$ cat src/hdl/clock_pkg.sv
package clock_pkg;

	typedef logic [5:0] field_t;	// sec, min or hr value
	typedef logic [3:0] digit_t;	// one decimal digit
	typedef logic [6:0] seg_t;	// {a,b,c,d,e,f,g}, active high
	typedef logic [5:0] seg_enb_t;	// one bit per digit, active low

	typedef enum logic [1:0] {
		mode_clock,
		mode_set,
		mode_alarm
	} mode_t;

	typedef enum logic [1:0] {
		pos_sec,
		pos_min,
		pos_hr
	} pos_t;

	// last value before wrap to 0
	localparam field_t SEC_MAX = 6'd59;
	localparam field_t MIN_MAX = 6'd59;
	localparam field_t HR_MAX  = 6'd23;

	// ----------------------------------------
	// dividers, sized small for simulation
	// ----------------------------------------
	localparam int TICKS_PER_SEC = 64;
	localparam int SCAN_DIV      = 2;	// clk cycles per digit
	localparam int NUM_DIGITS    = 6;
	localparam int TICK_W        = $clog2(TICKS_PER_SEC);
	localparam int SCAN_W        = $clog2(SCAN_DIV);
	localparam int DIG_W         = $clog2(NUM_DIGITS);

	// digit 0 to 9
	localparam seg_t SEG_CODE [10] = '{
		7'b111_1110, 7'b011_0000, 7'b110_1101, 7'b111_1001, 7'b011_0011,
		7'b101_1011, 7'b101_1111, 7'b111_0000, 7'b111_1111, 7'b111_0011
	};

endpackage
$ cat src/hdl/count_ctrl_if.sv
`timescale 1ns/1ps

interface count_ctrl_if;

	logic inc_sec;
	logic inc_min;
	logic inc_hr;
	logic inc_al_sec;
	logic inc_al_min;
	logic inc_al_hr;
	logic sec_wrap;		// seconds at SEC_MAX
	logic min_wrap;		// minutes at MIN_MAX

	modport ctrl (
		output inc_sec, inc_min, inc_hr,
		output inc_al_sec, inc_al_min, inc_al_hr,
		input  sec_wrap, min_wrap
	);

	modport keeper (
		input  inc_sec, inc_min, inc_hr,
		input  inc_al_sec, inc_al_min, inc_al_hr,
		output sec_wrap, min_wrap
	);

endinterface

$ cat src/hdl/digital_clock.sv
`timescale 1ns/1ps

module digital_clock (
	input  logic                clk,
	input  logic                rst_n,
	input  logic                i_btn_mode,
	input  logic                i_btn_pos,
	input  logic                i_btn_adj,
	input  logic                i_btn_alarm,
	output clock_pkg::seg_t     o_seg,
	output clock_pkg::seg_enb_t o_seg_enb,
	output logic                o_alarm
);

	import clock_pkg::*;

	logic [3:0] press;
	mode_t      mode;
	logic       alarm_en;
	field_t     sec;
	field_t     min;
	field_t     hr;
	field_t     al_sec;
	field_t     al_min;
	field_t     al_hr;

	count_ctrl_if cnt_if ();

	button_sync u_button_sync (
		.clk     (clk),
		.rst_n   (rst_n),
		.i_btn   ({i_btn_alarm, i_btn_adj, i_btn_pos, i_btn_mode}),
		.o_press (press)
	);

	clock_ctrl u_clock_ctrl (
		.clk        (clk),
		.rst_n      (rst_n),
		.i_press    (press),
		.cnt        (cnt_if.ctrl),
		.o_mode     (mode),
		.o_alarm_en (alarm_en)
	);

	timekeeper u_timekeeper (
		.clk        (clk),
		.rst_n      (rst_n),
		.cnt        (cnt_if.keeper),
		.i_alarm_en (alarm_en),
		.o_sec      (sec),
		.o_min      (min),
		.o_hr       (hr),
		.o_al_sec   (al_sec),
		.o_al_min   (al_min),
		.o_al_hr    (al_hr),
		.o_alarm    (o_alarm)
	);

	display_scan u_display_scan (
		.clk       (clk),
		.rst_n     (rst_n),
		.i_mode    (mode),
		.i_sec     (sec),
		.i_min     (min),
		.i_hr      (hr),
		.i_al_sec  (al_sec),
		.i_al_min  (al_min),
		.i_al_hr   (al_hr),
		.o_seg     (o_seg),
		.o_seg_enb (o_seg_enb)
	);

endmodule

$ cat src/hdl/display_scan.sv
`timescale 1ns/1ps

module display_scan (
	input  logic                clk,
	input  logic                rst_n,
	input  clock_pkg::mode_t    i_mode,
	input  clock_pkg::field_t   i_sec,
	input  clock_pkg::field_t   i_min,
	input  clock_pkg::field_t   i_hr,
	input  clock_pkg::field_t   i_al_sec,
	input  clock_pkg::field_t   i_al_min,
	input  clock_pkg::field_t   i_al_hr,
	output clock_pkg::seg_t     o_seg,
	output clock_pkg::seg_enb_t o_seg_enb
);

	import clock_pkg::*;

	logic [SCAN_W-1:0] scan_cnt;
	logic              scan_step;
	logic [DIG_W-1:0]  dig_idx;
	logic              show_alarm;
	field_t            show_sec;
	field_t            show_min;
	field_t            show_hr;
	field_t            field_sel;
	digit_t            digit;

	// ----------------------------------------
	// scan counter
	// ----------------------------------------
	assign scan_step = (scan_cnt == SCAN_W'(SCAN_DIV - 1));

	always_ff @(posedge clk or negedge rst_n) begin
		if (rst_n == 1'b0) begin
			scan_cnt <= '0;
			dig_idx  <= '0;
		end else if (scan_step) begin
			scan_cnt <= '0;
			if (dig_idx == DIG_W'(NUM_DIGITS - 1)) begin
				dig_idx <= '0;
			end else begin
				dig_idx <= dig_idx + 1'b1;
			end
		end else begin
			scan_cnt <= scan_cnt + 1'b1;
		end
	end

	assign o_seg_enb = ~(seg_enb_t'(1) << dig_idx);	// one digit low at a time

	// ----------------------------------------
	// field select and decode
	// ----------------------------------------
	assign show_alarm = (i_mode == mode_alarm);
	assign show_sec   = show_alarm ? i_al_sec : i_sec;
	assign show_min   = show_alarm ? i_al_min : i_min;
	assign show_hr    = show_alarm ? i_al_hr : i_hr;

	always_comb begin
		case (dig_idx)
			3'd0, 3'd1: field_sel = show_sec;
			3'd2, 3'd3: field_sel = show_min;
			default:    field_sel = show_hr;
		endcase
	end

	// odd index is the tens digit
	assign digit = dig_idx[0] ? digit_t'(field_sel / 10) : digit_t'(field_sel % 10);

	assign o_seg = (digit > 4'd9) ? '0 : SEG_CODE[digit];	// blank on a bad digit

endmodule

$ cat src/hdl/timekeeper.sv
`timescale 1ns/1ps

module timekeeper (
	input  logic              clk,
	input  logic              rst_n,
	count_ctrl_if.keeper      cnt,
	input  logic              i_alarm_en,
	output clock_pkg::field_t o_sec,
	output clock_pkg::field_t o_min,
	output clock_pkg::field_t o_hr,
	output clock_pkg::field_t o_al_sec,
	output clock_pkg::field_t o_al_min,
	output clock_pkg::field_t o_al_hr,
	output logic              o_alarm
);

	import clock_pkg::*;

	logic match;

	// next value of a field, wrapping after its last value
	function automatic field_t step(input field_t value, input field_t last);
		return (value == last) ? '0 : value + 1'b1;
	endfunction

	// ----------------------------------------
	// time counters
	// ----------------------------------------
	always_ff @(posedge clk or negedge rst_n) begin
		if (rst_n == 1'b0) begin
			o_sec <= '0;
			o_min <= '0;
			o_hr  <= '0;
		end else begin
			if (cnt.inc_sec) o_sec <= step(o_sec, SEC_MAX);
			if (cnt.inc_min) o_min <= step(o_min, MIN_MAX);
			if (cnt.inc_hr)  o_hr  <= step(o_hr, HR_MAX);
		end
	end

	assign cnt.sec_wrap = (o_sec == SEC_MAX);
	assign cnt.min_wrap = (o_min == MIN_MAX);

	// ----------------------------------------
	// alarm counters
	// ----------------------------------------
	always_ff @(posedge clk or negedge rst_n) begin
		if (rst_n == 1'b0) begin
			o_al_sec <= '0;
			o_al_min <= '0;
			o_al_hr  <= '0;
		end else begin
			if (cnt.inc_al_sec) o_al_sec <= step(o_al_sec, SEC_MAX);
			if (cnt.inc_al_min) o_al_min <= step(o_al_min, MIN_MAX);
			if (cnt.inc_al_hr)  o_al_hr  <= step(o_al_hr, HR_MAX);
		end
	end

	// match latch, held until the alarm is switched off
	assign match = (o_sec == o_al_sec) && (o_min == o_al_min) && (o_hr == o_al_hr);

	always_ff @(posedge clk or negedge rst_n) begin
		if (rst_n == 1'b0) begin
			o_alarm <= 1'b0;
		end else begin
			o_alarm <= i_alarm_en && (o_alarm || match);
		end
	end

endmodule

$ cat src/hdl/clock_ctrl.sv
`timescale 1ns/1ps

module clock_ctrl (
	input  logic             clk,
	input  logic             rst_n,
	input  logic [3:0]       i_press,	// {alarm, adj, pos, mode}
	count_ctrl_if.ctrl       cnt,
	output clock_pkg::mode_t o_mode,
	output logic             o_alarm_en
);

	import clock_pkg::*;

	logic              press_mode;
	logic              press_pos;
	logic              press_adj;
	logic              press_alarm;
	pos_t              pos;
	logic [TICK_W-1:0] tick_cnt;
	logic              tick;
	logic              time_run;
	logic              carry_min;
	logic              carry_hr;
	logic              adj_set;
	logic              adj_alarm;

	assign press_mode  = i_press[0];
	assign press_pos   = i_press[1];
	assign press_adj   = i_press[2];
	assign press_alarm = i_press[3];

	// ----------------------------------------
	// mode, position, alarm enable
	// ----------------------------------------
	always_ff @(posedge clk or negedge rst_n) begin
		if (rst_n == 1'b0) begin
			o_mode <= mode_clock;
		end else if (press_mode) begin
			case (o_mode)
				mode_clock: o_mode <= mode_set;
				mode_set:   o_mode <= mode_alarm;
				default:    o_mode <= mode_clock;
			endcase
		end
	end

	always_ff @(posedge clk or negedge rst_n) begin
		if (rst_n == 1'b0) begin
			pos <= pos_sec;
		end else if (press_pos) begin
			case (pos)
				pos_sec: pos <= pos_min;
				pos_min: pos <= pos_hr;
				default: pos <= pos_sec;
			endcase
		end
	end

	always_ff @(posedge clk or negedge rst_n) begin
		if (rst_n == 1'b0) begin
			o_alarm_en <= 1'b0;
		end else if (press_alarm) begin
			o_alarm_en <= ~o_alarm_en;
		end
	end

	// ----------------------------------------
	// one-second tick
	// ----------------------------------------
	assign tick = (tick_cnt == TICK_W'(TICKS_PER_SEC - 1));

	always_ff @(posedge clk or negedge rst_n) begin
		if (rst_n == 1'b0) begin
			tick_cnt <= '0;
		end else if (tick) begin
			tick_cnt <= '0;
		end else begin
			tick_cnt <= tick_cnt + 1'b1;
		end
	end

	// ----------------------------------------
	// strobe routing
	// ----------------------------------------
	assign time_run  = (o_mode != mode_set);	// set mode freezes the time
	assign carry_min = time_run && tick && cnt.sec_wrap;
	assign carry_hr  = carry_min && cnt.min_wrap;
	assign adj_set   = press_adj && (o_mode == mode_set);
	assign adj_alarm = press_adj && (o_mode == mode_alarm);

	// adjust steps one field only, no carry
	assign cnt.inc_sec = (time_run && tick) || (adj_set && (pos == pos_sec));
	assign cnt.inc_min = carry_min || (adj_set && (pos == pos_min));
	assign cnt.inc_hr  = carry_hr || (adj_set && (pos == pos_hr));

	assign cnt.inc_al_sec = adj_alarm && (pos == pos_sec);
	assign cnt.inc_al_min = adj_alarm && (pos == pos_min);
	assign cnt.inc_al_hr  = adj_alarm && (pos == pos_hr);

endmodule

$ cat src/hdl/button_sync.sv
`timescale 1ns/1ps

module button_sync (
	input  logic       clk,
	input  logic       rst_n,
	input  logic [3:0] i_btn,
	output logic [3:0] o_press
);

	logic [3:0] sync_1;
	logic [3:0] sync_2;
	logic [3:0] level_d;	// previous synchronised level

	always_ff @(posedge clk or negedge rst_n) begin
		if (rst_n == 1'b0) begin
			sync_1  <= '0;
			sync_2  <= '0;
			level_d <= '0;
			o_press <= '0;
		end else begin
			sync_1  <= i_btn;
			sync_2  <= sync_1;
			level_d <= sync_2;
			// one pulse per rising level, however long the hold
			o_press <= sync_2 & ~level_d;
		end
	end

endmodule

$ cat config.mk
export PLATFORM = sky130hd
export DESIGN_NAME = digital_clock
export DESIGN_NICKNAME = d
export VERILOG_FILES = /design/src/hdl/clock_pkg.sv /design/src/hdl/count_ctrl_if.sv /design/src/hdl/digital_clock.sv /design/src/hdl/display_scan.sv /design/src/hdl/timekeeper.sv /design/src/hdl/clock_ctrl.sv /design/src/hdl/button_sync.sv
export SDC_FILE = /design/constraint.sdc
export NUM_CORES = 1
export LEC_CHECK = 0
export BUFFER_PORTS_ARGS = -buffer_cell sky130_fd_sc_hd__buf_2
export CAP_MARGIN = 20
export CORE_UTILIZATION = 50
export CTS_BUF_LIST = sky130_fd_sc_hd__clkbuf_16
export DETAILED_ROUTE_END_ITERATION = 12
export PLACE_DENSITY = 0.73
export SETUP_SLACK_MARGIN = 0.15
export SLEW_MARGIN = 20
export SYNTH_ARGS = -nofsm -noshare
export SYNTH_HDL_FRONTEND = slang
export SYNTH_SLANG_ARGS = --single-unit
$ cat constraint.sdc
create_clock -name clk -period 9.83 [get_ports clk]
set_input_delay 0.4915 -clock clk [delete_from_list [all_inputs] [get_ports clk]]
set_output_delay 0.4915 -clock clk [all_outputs]
set_load 0.02 [all_outputs]
==> metrics.txt, run 1 <==
Max Slew Vio Count 0; Nets 460; Pleak 2.11 nW; startpoint class of the critical path register; largest net degree at the start of global routing 69; Routed wire per std cell 15.7 um; Cells after Synth 421; fmax 0.164 GHz; Clock Latency Late Sink 330 ps; final instance area 0.00466 mm2; CTS tree yes; CP most frequent cell ha_1; CP required 9340 ps; most common cell in the netlist dfrtp_1; Async S/R FF share, synth 100%; synth unique cells 68; Seq/Total Area, Yosys 40.6%; Final GP Congestion 0.826; period utilisation layout 62.1%; RSZ-0062 raised after global routing false; initial core utilization 51.2%; endpoint class of the critical path output port; status complete, no violations; CP Class register to output port; CTS H-tree lvls 3; Final min period 6100 ps; share of layout cells above drive strength 1 16.1%; clk root buf clkbuf_16; final setup violation count 0; vias in the first global route 2986; via count 3235; Antenna Cells 0; total track usage 21.1%; clock sinks 68; first-pass GRT wire length 14200 um; Worst-path clk slew 60 ps; DP Wirelength 6060 um; fillers 708; Synth top area share 40.6%; # DRC 0; peak supply drop 0.000155 V; M1 WL 3950 um; Worst Max-Slew Pin Slew 838 ps; input/output buffers 19; Setup TNS 0 ps; initial antenna violation count 0; Synth area leaders dfrtp_1 41%, ha_1 5.1%, mux2_2 4.8%; CP max-delay cell a222oi_1; syn_nets 444; #FFs+latches synth 68; max cap viols 0; Tot Pwr 1.14 mW; worst-path fanout max 13; area leader, netlist dfrtp_1; Max Buffers Root-to-Sink 2; Layout Skew 5.53 ps; Syn. warnings 0; Post-CTS Setup Bufs 0; # IOs 20; TritonCTS buffer count 9; PwrDens 245 mW/mm2; CP Data Arrival Time 5610 ps; syn avg cell area 9.95 um2; Post-synth top flop dfrtp_1; area grow syn2layout 11.3%; dpl cell area 0.00435 mm2; crit-path cells and2_1 > ha_1 > or2_1 > a222oi_1 > clkbuf_2 > inv_1 > ha_1 > nor2_1 > a221oi_1 > nor4b_1 > o21ai_2 > nand4_4 > xnor2_1 > o21ai_0 > ha_1 > and2_1 > nand3_1 > a32oi_1 > buf_2; Antenna Violating Nets Remaining 0; max_slew headroom 43.7%; die area 0.00875 mm2; first-pass detailed-route iteration total 4; WL met2 4040 um; # resized after CTS 0; Vert. Die Dim 93.5 um; initial DRC count 187; CTS Hold Buffers Added 0; drt total wl 8590 um; Via density 5.91; gr ovfl total 0; most frequent cells after synthesis 68 x dfrtp_1, 43 x nand2_1, 25 x o21ai_0, 22 x xor2_1, 18 x mux2_2; Hold Fails Final Rpt 0; Core Rows 33; Post-synth EDFFs 0; core region area 0.00818 mm2; Mapped Area 0.00419 mm2; DR top layer met4; worst min path class input pin to register; met3 wire length 410 um; CP max stage delay 710 ps; Die W 93.5 um
==> area by class of cell <==
class                   instances  area (um2)  share of cell area (%)
repair buffers                 23         123                    2.63
clock buffers                   9         225                    4.83
inverters                      17        63.8                    1.37
well taps                     105         131                    2.82
flip-flops and latches         68        1700                    36.5
multi-input cells             318        2330                    50.1
clock inverters                 7        82.6                    1.77
==> per-layer routing <==
| metal | global-route usage [%] | up-vias |
|---|---|---|
| met4 | 7.56 | 0 |
| li1 | - | 1580 |
| met1 | 27.5 | 1569 |
| met3 | 4.96 | 16 |
| met2 | 34.3 | 70 |
| met5 | 0 | - |
==> critical path, delay by kind of cell (launching register included) <==
family / cells / cell delay [ps]
buf+inv: 3 / 580
compound gates: 5 / 1880
xor+xnor: 1 / 190
flops: 1 / 520
simple gates: 7 / 1270
fa+ha+maj: 3 / 820
==> state kept, by name, indices dropped and copies added, names as in the netlist, 3 cells and up <==
register,cells
u_timekeeper.o_sec,6
u_button_sync.sync_2,4
u_display_scan.dig_idx,3
u_clock_ctrl.tick_cnt,6
u_button_sync.sync_1,4
u_timekeeper.o_min,6
u_timekeeper.o_hr,6
u_timekeeper.o_al_min,6
u_button_sync.o_press,4
u_timekeeper.o_al_hr,6
u_button_sync.level_d,4
u_timekeeper.o_al_sec,6
==> worst paths after layout <==
kind	cells past startpoint	slack, ps	from	end
worst max-delay path	19	3730	u_display_scan.dig_idx[0]$_DFFE_PN0P_	o_seg[2]
worst min-delay path	1	260	i_btn_adj	u_button_sync.sync_1[2]$_DFF_PN0_
worst max register to register	9	7040	u_timekeeper.o_sec[0]$_DFFE_PN0P_	u_timekeeper.o_hr[3]$_DFFE_PN0P_
worst min register to register	0	350	u_button_sync.sync_1[1]$_DFF_PN0_	u_button_sync.sync_2[1]$_DFF_PN0_
max in group asynchronous	2	8930	rst_n	u_timekeeper.o_al_hr[0]$_DFFE_PN0P_
min in group asynchronous	2	360	rst_n	u_clock_ctrl.tick_cnt[2]$_DFF_PN0_
==> kinds of logic (layout without fill, tap and decap cells) <==
| family | Yosys count | in the layout | synth area share, % |
|---|---|---|---|
| and+or+nand+nor | 140 | 140 | 18.3 |
| xor gates and xnor gates | 33 | 33 | 6.90 |
| AOI/OAI and AO/OA | 100 | 100 | 17.6 |
| buffers and inverters | 35 | 56 | 3.67 |
| muxes | 28 | 28 | 7.83 |
| DFF | 68 | 68 | 40.6 |
| adders and majority gates | 17 | 17 | 5.08 |
==> where the power goes <==
group	leakage [nW]	switching, mW	internal [mW]	total [mW]
clock	0.145	0.130	0.201	0.330
combinational	1.09	0.241	0.185	0.426
sequential	0.878	0.0645	0.319	0.384
==> through the flow <==
stage / utilization, % / std cells / setup slack [ps] / hold WS (ps)
after floorplan: - / 421 / 5020 / 196
after global placement: 53.2 / 530 / 4210 / 335
after detailed placement: 53.2 / 530 / 3880 / 340
after CTS: 56.9 / 546 / 3490 / 258
after global routing: 57.0 / 547 / 3390 / 251
final: 57.0 / 547 / 3730 / 265
==> cell usage in the layout, fill, tap and decap left out, types with 8 or more instances in the layout <==
cell type  netlist  final
buf_2            3     19
xor2_1          22     22
o21ai_0         25     25
xnor2_1         11     11
dfrtp_1         68     68
nor2_1          16     16
ha_1            17     17
clkbuf_16        0      9
nand4_1          9      9
inv_1           17     17
mux2_2          18     18
nand2_1         43     43
nand3_1         17     17
a21oi_1          8      8
nor2b_1          9      9
No activity file was read; power rests on OpenSTA's default activity.
==> inputs of run 2 (changes only) <==
Clock period 9.83 ns to 6.3 ns, I/O delays scaled along.
==> metrics.txt, run 2 (synthesis results as in run 1) <==
status complete, no violations; startpoint class of the critical path register; Post-CTS Setup Bufs 0; Layout Skew 4.19 ps; gr ovfl total 0; Critical Path End o_seg[1]; CP most frequent cell ha_1; first-pass detailed-route iteration total 6; worst min path class input pin to register; Routed wire per std cell 16.2 um; Final min period 5470 ps; Worst Max-Slew Pin Slew 894 ps; TritonCTS buffer count 9; reg-to-reg slack, setup 3450 ps; fmax 0.183 GHz; dpl cells 531; CTS Hold Buffers Added 0; core region area 0.00818 mm2; clk root buf clkbuf_16; Core Rows 33; CP startpoint u_display_scan.dig_idx[0]$_DFFE_PN0P_; area grow syn2layout 11.3%; DP Wirelength 6150 um; largest net degree at the start of global routing 69; first-pass GRT wire length 15000 um; initial DRC count 236; # resized after CTS 0; initial core utilization 51.2%; worst r2r src u_timekeeper.o_sec[0]$_DFFE_PN0P_; most common cell after layout, fill and taps aside dfrtp_1; Max Buffers Root-to-Sink 2; Nets 460; vias in the first global route 3125; CTS tree yes; Hold Fails Final Rpt 0; most frequent cells in the layout 68 x dfrtp_1, 43 x nand2_1, 25 x o21ai_0, 22 x xor2_1, 19 x buf_2; Clock Latency Late Sink 330 ps; die area 0.00875 mm2; Fin Hold WS 87.3 ps; worst slack, placed 1270 ps; CP Class register to output port; total track usage 22.0%; CP max stage delay 520 ps; Setup TNS 0 ps; clock sinks 68; RSZ-0062 raised after global routing false; CP Data Arrival Time 5150 ps; CP required 5980 ps; Max Slew Vio Count 0; share of layout cells above drive strength 1 16.1%; Worst Slack Setup Final 834 ps; final setup violation count 0; PwrDens 384 mW/mm2; CTS H-tree lvls 3; max_slew headroom 39.9%; max cap viols 0; Via density 6.05; fin util 57.0%; endpoint class of the critical path output port; crit-path cells and2_1 > ha_1 > or2_1 > a222oi_1 > buf_4 > inv_1 > ha_1 > nor2_1 > a221oi_1 > nor4b_1 > o21ai_2 > nand4_4 > o21ai_1 > inv_1 > ha_1 > and2_1 > a221oi_4 > a31oi_1 > buf_2; Final GP Congestion 0.829; Pleak 2.11 nW; via count 3310; Worst-path clk slew 60 ps; period utilisation layout 86.8%; Vert. Die Dim 93.5 um; r2r endpoint u_timekeeper.o_hr[5]$_DFFE_PN0P_; initial antenna violation count 0; Antenna Violating Nets Remaining 0; Non-Filler Instances 547; Antenna Cells 0; CP max-delay cell dfrtp_1; R2R depth 8; Die W 93.5 um; worst-path fanout max 13; # DRC 0; # IOs 20; input/output buffers 19; drt total wl 8860 um; peak supply drop 0.000220 V
## run 2: cell type report
cell class | count | area [um2]
fill | 718 | 3510
multi-input combinational | 318 | 2330
sequential | 68 | 1700
clock buffer | 9 | 225
tap | 105 | 131
timing repair buffer | 23 | 125
clock inverter | 7 | 80.1
inverter | 17 | 63.8
## run 2: through the flow
step	power [mW]	cell area, um2
after floorplan	1.10	4190
after global placement	1.24	4360
after detailed placement	1.26	4360
after CTS	1.79	4660
after global routing	1.89	4660
final	1.79	4660
## run 2: worst min-delay path by stage
stage | from | end | slack, ps | cells after the start
after global placement | u_button_sync.sync_1[2]$_DFF_PN0_ | u_button_sync.sync_2[2]$_DFF_PN0_ | 330 | 0
after CTS | i_btn_pos | u_button_sync.sync_1[1]$_DFF_PN0_ | 80 | 1
after global routing | i_btn_adj | u_button_sync.sync_1[2]$_DFF_PN0_ | 80 | 1
after floorplan | rst_n | u_button_sync.level_d[0]$_DFF_PN0_ | 20 | 0
final | i_btn_adj | u_button_sync.sync_1[2]$_DFF_PN0_ | 90 | 1
after detailed placement | u_button_sync.sync_1[3]$_DFF_PN0_ | u_button_sync.sync_2[3]$_DFF_PN0_ | 340 | 0
## run 2: critical path: cells and delay by family, from the launching register on
kind | cells | cell delay (ps)
adder cells (fa/ha/maj) | 3 | 790
buffers and inverters | 4 | 660
AO/OA/AOI/OAI | 6 | 1720
flip-flops | 1 | 520
AND/OR/NAND/NOR | 6 | 1110
## run 2: layer usage
| metal | vias up | part of all wire (%) | wire [um] | global-route usage, % |
|---|---|---|---|---|
| met3 | 25 | 5.1 | 453 | 4.96 |
| li1 | 1577 | - | - | - |
| met4 | 0 | 2.5 | 221 | 8.97 |
| met1 | 1600 | 45 | 3990 | 29.0 |
| met5 | - | 0 | 0 | 0 |
| met2 | 108 | 47 | 4190 | 35.2 |
## run 2: report_power, final
part / total, mW / internal, mW / switching, mW
Sequential: 0.602 / 0.498 / 0.104
Clock: 0.518 / 0.312 / 0.206
Combinational: 0.668 / 0.289 / 0.379
==> inputs of run 3 (changes only) <==
Settings changed: CORE_UTILIZATION 50 to 60, PLACE_DENSITY 0.73 to 0.81.
==> metrics.txt, run 3 (synthesis results as in run 1) <==
status complete, no violations; max_slew headroom 44.0%; total track usage 26.0%; # resized after CTS 0; Worst-path clk slew 60 ps; initial core utilization 62.0%; initial DRC count 284; Core Rows 30; clk root buf clkbuf_16; worst-path fanout max 13; Worst Slack Setup Final 902 ps; CTS H-tree lvls 3; Routed wire per std cell 16.9 um; via count 3340; GR peak layer met2; Max Slew Vio Count 0; Tot Pwr 1.74 mW; DP Wirelength 6330 um; core region area 0.00676 mm2; worst slack, placed 1300 ps; Final min period 5400 ps; die area 0.00732 mm2; largest net degree at the start of global routing 69; gr ovfl total 0; startpoint class of the critical path register; Clock Latency Late Sink 330 ps; initial antenna violation count 0; PwrDens 377 mW/mm2; period utilisation layout 85.7%; Setup TNS 0 ps; Layout Skew 5.07 ps; Antenna Violating Nets Remaining 0; CTS Hold Buffers Added 0; input/output buffers 19; worst min path class input pin to register; fin util 68.2%; TritonCTS buffer count 9; Antenna Cells 0; CP required 5980 ps; met2 Usage GRT 44.0%; Hold Fails Final Rpt 0; Nets 460; Via density 6.40; max cap viols 0; CP Data Arrival Time 5080 ps; fmax 0.185 GHz; met3 GRT Util 5.97%; Pleak 2.10 nW; peak supply drop 0.000239 V; Post-CTS Setup Bufs 0; most common cell after layout, fill and taps aside dfrtp_1; first-pass detailed-route iteration total 5; clock sinks 68; Die W 85.6 um; RSZ-0062 raised after global routing false; drt total wl 8840 um; endpoint class of the critical path output port; Final GP Congestion 0.884; final setup violation count 0; vias in the first global route 3188; most frequent cells in the layout 68 x dfrtp_1, 43 x nand2_1, 25 x o21ai_0, 22 x xor2_1, 19 x buf_2; Worst Max-Slew Pin Slew 840 ps; CTS tree yes; share of layout cells above drive strength 1 16.1%; GR Util met1 32.6%; # DRC 0; Vert. Die Dim 85.6 um; CP Class register to output port; Max Buffers Root-to-Sink 2; area grow syn2layout 9.98%; # IOs 20; first-pass GRT wire length 14900 um
[run 3: area by class of cell]
cell class              instances  area [um2]
clock buffers                   9         225
clock inverters                 7        57.6
fillers                       492        2150
inverters                      17        63.8
multi-input cells             318        2330
flip-flops and latches         68        1700
well taps                      80         100
repair buffers                 23         125
[run 3: layer usage]
metal,up-vias,share of wire [%]
li1,1584,-
met1,1642,43
met2,96,51
met3,18,4.2
met4,0,1.9
met5,-,0
[run 3: critical path, cell delays in order (launching register included)]
cell and delay (ps):
dfrtp_1 510, and2_1 250, ha_1 220, or2_1 330, a222oi_1 350, buf_4 230, inv_1 90, ha_1 340
nor2_1 80, a221oi_1 280, nor4b_1 110, o21ai_2 210, nand4_4 170, xnor2_1 180, o21ai_0 430, ha_1 250
and2_1 220, nand3_1 130, a32oi_1 190, buf_2 190
[run 3: stage by stage]
| step | instance area, um2 | std cells | hold WS, ps |
|---|---|---|---|
| 2_1_floorplan | 4190 | 421 | 19.4 |
| 3_3_place_gp | 4320 | 506 | 331 |
| 3_5_place_dp | 4320 | 506 | 337 |
| 4_1_cts | 4610 | 522 | 78.3 |
| 5_1_grt | 4610 | 522 | 82.3 |
| 6_report | 4610 | 522 | 83.7 |
[run 3: path summary, 6_finish.rpt]
kind | end | slack [ps] | from | depth (start not counted)
worst min-delay path | u_button_sync.sync_1[3]$_DFF_PN0_ | 80 | i_btn_alarm | 1
worst max register to register | u_timekeeper.o_hr[3]$_DFFE_PN0P_ | 3520 | u_timekeeper.o_sec[0]$_DFFE_PN0P_ | 9
worst min register to register | u_button_sync.sync_2[0]$_DFF_PN0_ | 350 | u_button_sync.sync_1[0]$_DFF_PN0_ | 0
worst max-delay path | o_seg[2] | 900 | u_display_scan.dig_idx[0]$_DFFE_PN0P_ | 19
max in group asynchronous | u_display_scan.dig_idx[2]$_DFFE_PN0P_ | 5570 | rst_n | 2
min in group asynchronous | u_timekeeper.o_hr[2]$_DFFE_PN0P_ | 150 | rst_n | 2
[run 3: power by group]
part | leakage, nW | total, mW | switching (mW) | internal [mW]
Clock | 0.129 | 0.468 | 0.198 | 0.271
Combinational | 1.09 | 0.666 | 0.376 | 0.290
Sequential | 0.878 | 0.603 | 0.104 | 0.498
Total | 2.10 | 1.74 | 0.678 | 1.06
